`config.mk`:
```
export PLATFORM = sky130hd
export DESIGN_NAME = lcdDisplayTop
export DESIGN_NICKNAME = d
export VERILOG_FILES = /design/src/source/lcdPkg.sv /design/src/source/lcdBusIf.sv /design/src/source/lcdDisplayTop.sv /design/src/source/lcdSequencer.sv /design/src/source/lcdBusWriter.sv /design/src/source/lcdWaitTimer.sv
export SDC_FILE = /design/constraint.sdc
export NUM_CORES = 1
export LEC_CHECK = 0
export BUFFER_PORTS_ARGS = -buffer_cell sky130_fd_sc_hd__buf_4
export CORE_ASPECT_RATIO = 0.8
export CORE_MARGIN = 5
export CORE_UTILIZATION = 54
export CTS_CLUSTER_DIAMETER = 80
export DETAILED_ROUTE_END_ITERATION = 6
export MAX_ROUTING_LAYER = met4
export PLACE_DENSITY_LB_ADDON = 0.3
export SETUP_SLACK_MARGIN = 0.3
export SLEW_MARGIN = 5
export SYNTH_ARGS = -nofsm -noshare
export SYNTH_HDL_FRONTEND = slang
export SYNTH_SLANG_ARGS = --single-unit
```
`constraint.sdc`:
```
create_clock -name CLOCK -period 38.9 [get_ports CLOCK]
set_input_delay 7.78 -clock CLOCK [delete_from_list [all_inputs] [get_ports CLOCK]]
set_output_delay 7.78 -clock CLOCK [all_outputs]
set_load 0.01 [all_outputs]
```
`src/source/lcdPkg.sv`:
```
// ==============================
// LCD command bytes, FSM state types,
// line geometry and init list lookup
// ==============================
`default_nettype none

package lcdPkg;

	localparam int LINE_CHARS = 16;	// Characters per display line
	localparam int LINE_BITS  = 128;	// First character in the top byte
	localparam int INIT_CMDS  = 5;

	typedef enum logic [7:0] {
		CMD_CLEAR      = 8'h01,
		CMD_ENTRY      = 8'h06,	// Increment, no shift
		CMD_DISP_OFF   = 8'h08,
		CMD_DISP_ON    = 8'h0C,	// Cursor and blink off
		CMD_FUNC_SET   = 8'h38,	// 8-bit bus, 2 lines, 5x8 font
		CMD_LINE1_ADDR = 8'h80,
		CMD_LINE2_ADDR = 8'hC0
	} lcdCmd_t;

	typedef enum logic [2:0] {
		S_INIT,
		S_INIT_DONE,
		S_ADDR1,
		S_LINE1,
		S_ADDR2,
		S_LINE2
	} seqState_t;

	typedef enum logic [2:0] {
		W_IDLE,
		W_SETUP,
		W_PULSE,
		W_HOLD,
		W_DONE
	} wrState_t;

	// Power-up command order
	function automatic lcdCmd_t initCmd(input logic [2:0] idx);
		case (idx)
			3'd0: return CMD_FUNC_SET;
			3'd1: return CMD_DISP_OFF;
			3'd2: return CMD_CLEAR;
			3'd3: return CMD_ENTRY;
			default: return CMD_DISP_ON;
		endcase
	endfunction

endpackage

`default_nettype wire
```
`src/source/lcdBusIf.sv`:
```
// ==============================
// Byte request channel between
// sequencer and bus writer
// ==============================
`default_nettype none

interface lcdBusIf;

	logic       cmdCall;	// Byte is a command, RS low
	logic       dataCall;	// Byte is a character, RS high
	logic [7:0] byteOut;
	logic       done;	// One-cycle completion pulse

	modport sequencer (
		output cmdCall,
		output dataCall,
		output byteOut,
		input  done
	);

	modport writer (
		input  cmdCall,
		input  dataCall,
		input  byteOut,
		output done
	);

endinterface

`default_nettype wire

```
`src/source/lcdDisplayTop.sv`:
```
// ==============================
// 16x2 LCD display subsystem top
// ==============================
`default_nettype none

module lcdDisplayTop import lcdPkg::*; #(
	parameter int E_PULSE_CYCLES = 4,	// E high time in clocks
	parameter int SETTLE_CYCLES  = 8	// Wait after each write
) (
	input  wire logic                 CLOCK,
	input  wire logic                 RST_n,
	input  wire logic [LINE_BITS-1:0] lineText1,
	input  wire logic [LINE_BITS-1:0] lineText2,
	output logic                      initDone,
	output logic                      lcdRs,
	output logic                      lcdRw,
	output logic                      lcdEn,
	output logic [7:0]                lcdData
);

	lcdBusIf bus0 ();

	lcdSequencer seq0 (
		.CLOCK    (CLOCK),
		.RST_n    (RST_n),
		.lineText1(lineText1),
		.lineText2(lineText2),
		.initDone (initDone),
		.bus      (bus0.sequencer)
	);

	lcdBusWriter #(
		.E_PULSE_CYCLES(E_PULSE_CYCLES),
		.SETTLE_CYCLES (SETTLE_CYCLES)
	) writer0 (
		.CLOCK  (CLOCK),
		.RST_n  (RST_n),
		.bus    (bus0.writer),
		.lcdRs  (lcdRs),
		.lcdRw  (lcdRw),
		.lcdEn  (lcdEn),
		.lcdData(lcdData)
	);

endmodule

`default_nettype wire

```
`src/source/lcdSequencer.sv`:
```
// ==============================
// Init and refresh sequencer with
// frame buffer for both text lines
// ==============================
`default_nettype none

module lcdSequencer import lcdPkg::*; (
	input  wire logic                 CLOCK,
	input  wire logic                 RST_n,
	input  wire logic [LINE_BITS-1:0] lineText1,
	input  wire logic [LINE_BITS-1:0] lineText2,
	output logic                      initDone,
	lcdBusIf.sequencer                bus
);

	seqState_t state;
	logic [2:0] initIdx;
	logic [3:0] charIdx;
	logic callActive;
	logic callIsData;
	logic raiseCall;
	logic lastChar;
	logic [7:0] byteReg;
	logic [7:0] nextByte;
	logic nextIsData;
	logic [LINE_BITS-1:0] frameLine1;
	logic [LINE_BITS-1:0] frameLine2;

	assign raiseCall = (state != S_INIT_DONE) && !callActive;
	assign lastChar  = charIdx == 4'(LINE_CHARS - 1);

	// Byte for the step the FSM is on
	always_comb begin
		nextByte   = 8'h00;
		nextIsData = 1'b0;
		case (state)
			S_INIT:  nextByte = initCmd(initIdx);
			S_ADDR1: nextByte = CMD_LINE1_ADDR;
			S_LINE1: begin
				nextByte   = frameLine1[LINE_BITS - 1 - 8 * charIdx -: 8];
				nextIsData = 1'b1;
			end
			S_ADDR2: nextByte = CMD_LINE2_ADDR;
			S_LINE2: begin
				nextByte   = frameLine2[LINE_BITS - 1 - 8 * charIdx -: 8];
				nextIsData = 1'b1;
			end
			default: nextByte = 8'h00;
		endcase
	end

	always_ff @(posedge CLOCK or negedge RST_n) begin
		if (!RST_n) begin
			state      <= S_INIT;
			initIdx    <= 3'd0;
			charIdx    <= 4'd0;
			callActive <= 1'b0;
			callIsData <= 1'b0;
			initDone   <= 1'b0;
		end else begin
			initDone <= 1'b0;
			if (state == S_INIT_DONE) begin
				initDone <= 1'b1;	// Single pulse, then start refreshing
				state    <= S_ADDR1;
			end else if (bus.done) begin
				callActive <= 1'b0;	// Call drops for one cycle
				case (state)
					S_INIT: begin
						if (initIdx == 3'(INIT_CMDS - 1))
							state <= S_INIT_DONE;
						else
							initIdx <= initIdx + 3'd1;
					end
					S_ADDR1: state <= S_LINE1;
					S_LINE1: begin
						charIdx <= charIdx + 4'd1;	// Wraps to 0 after last char
						if (lastChar)
							state <= S_ADDR2;
					end
					S_ADDR2: state <= S_LINE2;
					S_LINE2: begin
						charIdx <= charIdx + 4'd1;
						if (lastChar)
							state <= S_ADDR1;	// Next frame
					end
					default: state <= S_INIT;
				endcase
			end else if (raiseCall) begin
				callActive <= 1'b1;
				callIsData <= nextIsData;
			end
		end
	end

	// Byte and frame text only change while the call is low
	always_ff @(posedge CLOCK) begin
		if (raiseCall)
			byteReg <= nextByte;
		if (raiseCall && state == S_ADDR1) begin
			frameLine1 <= lineText1;	// Snapshot so a frame never tears
			frameLine2 <= lineText2;
		end
	end

	assign bus.cmdCall  = callActive && !callIsData;
	assign bus.dataCall = callActive && callIsData;
	assign bus.byteOut  = byteReg;

endmodule

`default_nettype wire

```
`src/source/lcdBusWriter.sv`:
```
// ==============================
// HD44780 pin driver, one byte
// per call with timed E strobe
// ==============================
`default_nettype none

module lcdBusWriter import lcdPkg::*; #(
	parameter int E_PULSE_CYCLES = 4,
	parameter int SETTLE_CYCLES  = 8
) (
	input  wire logic CLOCK,
	input  wire logic RST_n,
	lcdBusIf.writer   bus,
	output logic       lcdRs,
	output logic       lcdRw,
	output logic       lcdEn,
	output logic [7:0] lcdData
);

	localparam int TIMER_BITS = 8;

	wrState_t state;
	wrState_t nextState;
	logic timerLoad;
	logic [TIMER_BITS-1:0] timerValue;
	logic timerExpired;

	lcdWaitTimer #(
		.TIMER_BITS(TIMER_BITS)
	) timer0 (
		.CLOCK    (CLOCK),
		.RST_n    (RST_n),
		.load     (timerLoad),
		.loadValue(timerValue),
		.expired  (timerExpired)
	);

	always_comb begin
		nextState = state;
		case (state)
			W_IDLE:  if (bus.cmdCall || bus.dataCall) nextState = W_SETUP;
			W_SETUP: nextState = W_PULSE;
			W_PULSE: if (timerExpired) nextState = W_HOLD;
			W_HOLD:  if (timerExpired) nextState = W_DONE;
			W_DONE:  nextState = W_IDLE;
			default: nextState = W_IDLE;
		endcase
	end

	// Load is one short since the loaded value counts as a cycle
	assign timerLoad  = (state == W_SETUP) || (state == W_PULSE && timerExpired);
	assign timerValue = (state == W_SETUP) ? TIMER_BITS'(E_PULSE_CYCLES - 1)
		: TIMER_BITS'(SETTLE_CYCLES - 1);

	always_ff @(posedge CLOCK or negedge RST_n) begin
		if (!RST_n) begin
			state    <= W_IDLE;
			lcdEn    <= 1'b0;
			lcdRw    <= 1'b0;
			lcdRs    <= 1'b0;
			lcdData  <= 8'h00;
			bus.done <= 1'b0;
		end else begin
			state    <= nextState;
			lcdEn    <= nextState == W_PULSE;
			lcdRw    <= 1'b0;	// Write only
			bus.done <= nextState == W_DONE;
			if (state == W_IDLE && nextState == W_SETUP) begin
				lcdRs   <= bus.dataCall;	// Valid from W_SETUP on
				lcdData <= bus.byteOut;
			end
		end
	end

endmodule

`default_nettype wire

```
`src/source/lcdWaitTimer.sv`:
```
// ==============================
// Loadable down-counter for the
// enable and settle intervals
// ==============================
`default_nettype none

module lcdWaitTimer #(
	parameter int TIMER_BITS = 8
) (
	input  wire logic                  CLOCK,
	input  wire logic                  RST_n,
	input  wire logic                  load,
	input  wire logic [TIMER_BITS-1:0] loadValue,
	output logic                       expired
);

	logic [TIMER_BITS-1:0] count;

	always_ff @(posedge CLOCK or negedge RST_n) begin
		if (!RST_n) begin
			count <= '0;
		end else if (load) begin
			count <= loadValue;
		end else if (count != '0) begin
			count <= count - 1'b1;	// Stops at zero
		end
	end

	// Stays high at zero until reloaded
	assign expired = count == '0;

endmodule

`default_nettype wire

```
# After elaboration in Yosys (flattened, before gate mapping)
# Index checks and enable logic that the tools add are counted.
# word_totals
in_bits	258
ff_bits	299
out_inout_bits	12
word_cells	87
# classes
shift	2
n_eq_ne	20
bitwise	3
addsub	4
n_reduce_logical	24
mux	19
# ops
op	count
135-bit by 33-bit variable part select with 8-bit output	2
8-bit one-hot mux with 5 select lines	1
3-bit 2-to-1 mux	9
6-bit one-hot mux with 4 select lines	1
3-bit by 2-bit equality test with 1-bit output (second input constant)	7
8-bit 2-to-1 mux	2
3-bit one-hot mux with 5 select lines	1
3-bit by 1-bit equality test with 1-bit output (second input constant)	4
3-bit equality test (second input constant)	4
3-bit by 1-bit != test with 1-bit output (second input constant)	4
3-bit one-hot mux with 4 select lines	1
3-bit logical NOT	3
8-bit logical NOT	1
4-bit AND reduction	2
8-bit nonzero test	1
7-bit by 7-bit subtractor with 8-bit output (first input constant)	1
8-bit by 1-bit subtractor with 8-bit output (second input constant)	1
1-bit logical AND	6
3-bit AND reduction	2
2-bit nonzero test	3
4-bit by 1-bit adder with 4-bit output (second input constant)	1
4-bit equality test (second input constant)	1
1-bit 2-to-1 mux	4
3-bit by 1-bit adder with 3-bit output (second input constant)	1
5 further kinds	9

# Depth between registers and ports, before layout
# depth
word_depth	7
depth_mapped	9
ltp_nobuf	8

# Modules after synthesis
# Synthesis repeated with hierarchy kept, for this count alone.
# unflattened
hier_cells	610
area_unflattened_um2	11891.4
# modules_own_cells
module	n_inst	seq_area_each_um2	cells_each	area_each_um2
lcdSequencer	1	8252.9	510	10784.1
lcdBusWriter	1	350.3	46	630.6
lcdWaitTimer	1	200.2	54	476.7

# Worst setup path before layout
# Ideal clock, no wire load.
# synth_path
kind	reg-to-reg
startpoint	register seq0.state[1]
endpoint	register seq0.frameLine1[0], enable pin
path_buffers	1
setup_ns	1.590
slack_ns	10.459
arrival_time_ns	26.851
required_ns	37.310
path_stages_with_launch	3
cell_sequence	dfrtp_1 -> clkbuf_1 -> nor4b_1
# synth_between
elab_chain_cells	3
word_cells_on_any_way	4
classes_between	2 x eq/ne; 2 x reduce/logical
# synth_rtl
item	line	source
start: declaration	lcdSequencer.sv:16	seqState_t state;
start signal: assignment	lcdSequencer.sv:54	state <= S_INIT;
start signal: assignment	lcdSequencer.sv:64	state <= S_ADDR1;
start signal: assignment	lcdSequencer.sv:70	state <= S_INIT_DONE;
3-bit by 1-bit != test with 1-bit output	lcdSequencer.sv:29	assign raiseCall = (state != S_INIT_DONE) && !callActive;
1-bit logical AND	lcdSequencer.sv:29	
1-bit logical AND *	lcdSequencer.sv:99	if (raiseCall && state == S_ADDR1) begin
end signal: assignment	lcdSequencer.sv:100	frameLine1 <= lineText1;
end: declaration	lcdSequencer.sv:26	logic [LINE_BITS-1:0] frameLine1;
# Mark *: on every way between the ends. The rest lies on a longest branch, timed or not.
# A chain may end at the register's enable or synchronous reset.

# Worst setup path in the final report
# layout_path
startpoint	register writer0.lcdData[5]
endpoint	output port lcdData[5]
# layout_lines
item	line	source
start: declaration	lcdBusWriter.sv:17	output logic [7:0] lcdData
start signal: assignment	lcdBusWriter.sv:70	lcdData <= bus.byteOut;
end: declaration	lcdDisplayTop.sv:18	output logic [7:0] lcdData
# No word-level cell between the ends.

==> results summary <==
The relative area change from synthesis to final layout is 27.69%. The number of sinks on the clock net is 299. In the post-synthesis netlist, the biggest area contributors are edfxtp_1 67%, mux4_2 12%, dfrtp_1 7.4%, mux2_2 1.2%, mux2i_1 0.85%.

The sequential power share is 52.3%. The die covers 24,950 sq um. The share of total power dissipated in the clock network is 44.5%. The highest attainable clock frequency came out at 0.1127 GHz. The max-slew violation count is 0. In the final layout, the share of cells above drive strength 1 is 44.20%. In this run, the number of DRC markers left after iteration 0 of detailed routing was 533. After clock tree synthesis, the setup repair step added 0 buffers.

The worst setup path is launched from a flip-flop. The post-route worst hold slack came out at 0.4822 ns. The per-cell routed wire length is 23.69 um. The cell count of the worst reg-to-reg path came out at 6. The critical path in this run is classified as flip-flop to primary output. The maximum number of buffers from clock root to sink came out at 3.

STA classifies the critical path endpoint as a primary output. The maximum clock skew at final layout came out at 0.01213 ns. The switching power share of the total is 18.77%. The max-cap check violation count came out at 0. The residual DRC count came out at 0.

The family of cells with the greatest summed delay on the critical path is flip-flops. The pin slew with the least headroom to its limit is 1.056 ns. During synthesis, Yosys emitted a total of 0 warnings.

After Yosys synthesis, XOR and XNOR cells account for 0.5932% of the synthesized area. The hold violation total from the final report came out at 0. The via count of the first global-routing pass is 7,363. The setup TNS is 0 ns.

The combined area of all synthesized cells is 11,810 sq um. The depth of the worst hold-timing path is 1. The data arrival time of the worst path is 1.09 ns. By area, the combinational part of the netlist is dominated by multiplexers. The count of cells in the finished layout, fillers not included, comes to 1,190. The most used flip-flop cell after synthesis is edfxtp_1. The minimum clock period after layout came out at 8.870 ns. The post-synthesis share of cell area spent on and, or, nand and nor gates is 5.699%. The slack of the critical path came out at 30.03 ns.

The most common cell in the synthesized netlist is edfxtp_1. Counting both buffers and inverters, the worst setup path holds a total of 1. The starting utilization of the core area is 54.78%. The CTS tree is done. The combinational fraction of design power came out at 3.2%.

The overall power after layout is 0.0006673 W. The floorplan step set the die width to 175.4 um. The run finished with clean final reports.

The final layout net count is 1,157. Buffers inserted to repair hold after CTS numbered 0. The number of H-tree levels is 1. The total nets after synthesis came out at 884. The count of standard-cell rows came out at 48.

The average size of a mapped cell came out at 19.05 sq um. The routed wire length came out at 28.19 mm. The clock-pin slew of the registers on the worst-case setup and hold paths came out at 0.06 ns. The peak fanout along the critical path is 2. The I/O pin total is 270. The pre-CTS setup slack came out at 30.60 ns. After technology mapping, the gate count stands at 620.

Setup repair after global routing left no endpoint under its margin. The first-pass detailed-route iteration total is 5. The number of enable flip-flop cells after synthesis is 264. After legalization and detailed placement, the total HPWL measured 19.96 mm. The global-route wire length before repair is 42.41 mm. The per-cell via count in the routed design is 5.703. Including well taps, the total number of placed cells is 1,137. The initial antenna violation count came out at 1. The remaining antenna violation count after routing is 0. Counting flops and latches in the post-synthesis netlist gives 299. The multiplexer share of the synthesized area is 13.72%. The static leakage came out at 5.699 nW. Input and output buffers added on the ports amount to 268. The total overflow reported by the global router is 0.

The routed via count is 6,787. Routability-driven placement finished with a final weighted congestion of 0.8976. The clock insertion delay at the later pin of the skew report is 0.56 ns.

The share of the yosys chip area belonging to registers came out at 74.53%. The count of unique library cells instantiated by Yosys is 53. The worst supply voltage drop on vdd is 44.84 uV.

Among all stages on the critical path, the largest delay is contributed by dfrtp_1. The critical path goes through buf_4. The commonest cells after synthesis are 264 x edfxtp_1, 61 x mux4_2, 35 x dfrtp_1.

The post-cts gate resize count is 0. The headroom to the max-slew limit came out at 29.62%. Cell internal power was estimated by the tool at 0.0005421 W. Summing the areas of all compound-gate instances in the mapped netlist gives 3.093% of the synthesized area. The worst endpoint required time came out at 31.12 ns.

The power per cell area came out at 44.25 nW/um^2. The analysis attributes to net switching a power of 0.0001253 W. The fraction of the cycle the final worst path needs came out at 22.80%. The total routing resource utilization after global routing is 23.20%. The post-synthesis adder-cell area fraction came out at 0.6356%. Entering global routing, the biggest net connects 85 pins.

Of all cell types, the one taking the most synthesized area is edfxtp_1. The standard cell core area came out at 21,560 sq um. The class of the tightest hold or removal check is flip-flop to flip-flop.

Buffers inserted during clock tree synthesis total 29. The die is 142.3 um tall. The total number of cells along the worst setup path came out at 1. Setup violations remaining at the end of the flow were counted as 0.

Clock tree synthesis selected as its root buffer the cell clkbuf_16. The async set or reset register ratio after synthesis is 11.71%. The area share of the largest cell type after synthesis came out at 67.12%. The peak per-stage delay on the critical path came out at 0.39 ns.
## routing by layer
metal  track usage [%]  share of wire, %  vias up
li1                  -                 -     3053
met1             30.41                40     3375
met2             38.26                50      301
met3             4.223               6.9       58
met4             6.198               3.1        0
met5                 -                 0        -
## metrics by stage
| step | utilization [%] | cell area (sq um) |
|---|---|---|
| after floorplan | - | 11810 |
| final | 69.95 | 15080 |
| after CTS | 69.94 | 15080 |
| after detailed placement | 65.27 | 14070 |
| after global placement | 65.27 | 14070 |
| after global routing | 69.95 | 15080 |
## power groups by stage
stage                     clock network [W]  registers [W]    logic [W]
final                              0.000297       0.000349    0.0000213
after global routing               0.000316       0.000349    0.0000228
after CTS                          0.000302       0.000349    0.0000215
after detailed placement                  0       0.000356    0.0000214
after global placement                    0       0.000356    0.0000207
after floorplan                           0       0.000356  0.000000118
## flip-flops by register name (all words and copies together) (netlist names), 3 cells and up
name and cells:
writer0.state 3, seq0.frameLine1 128, seq0.charIdx 4, seq0.frameLine2 128
seq0.initIdx 3, seq0.state 3, seq0.bus.byteOut 8, writer0.timer0.count 8
writer0.lcdData 8
## final timing paths
path,startpoint,to,slack [ns]
max,writer0.lcdData[5],lcdData[5],30.03
min,seq0.bus.byteOut[0],writer0.lcdData[0],0.48
max reg2reg,seq0.state[1],seq0.bus.byteOut[1],35.21
min reg2reg,seq0.bus.byteOut[0],writer0.lcdData[0],0.48
max in group asynchronous,RST_n,seq0.charIdx[0],31.36
min in group asynchronous,RST_n,seq0.initIdx[0],7.18
## final cells by class
type / instances / area (sq um)
Sequential cell: 299 / 8808
Fill cell: 1337 / 6479
Multi-Input combinational cell: 278 / 2814
Timing Repair Buffer: 276 / 2072
Clock buffer: 33 / 740.7
Tap cell: 275 / 344.1
Clock inverter: 19 / 266.5
Inverter: 9 / 33.78
Antenna cell: 1 / 2.502
## cell usage in the layout (no fill, tap or decap), types with 10 or more instances in the layout
cell type / synthesis / final
buf_4: 5 / 276
clkbuf_16: 0 / 29
dfrtp_1: 35 / 33
edfxtp_1: 264 / 264
mux2_2: 13 / 13
mux2i_1: 10 / 10
mux4_2: 61 / 61
nand2_1: 25 / 25
nand3_1: 18 / 18
nor2_1: 20 / 20
nor3_1: 14 / 14
o21ai_0: 14 / 14
## logic make-up after synthesis
logic type                 Yosys count
AOI/OAI and AO/OA                   56
xor gates and xnor gates             8
adders and majority gates            6
buffers and inverters               43
DFF                                299
muxes                               84
other                                1
and+or+nand+nor                    123
No activity file was read; power rests on OpenSTA's default activity.
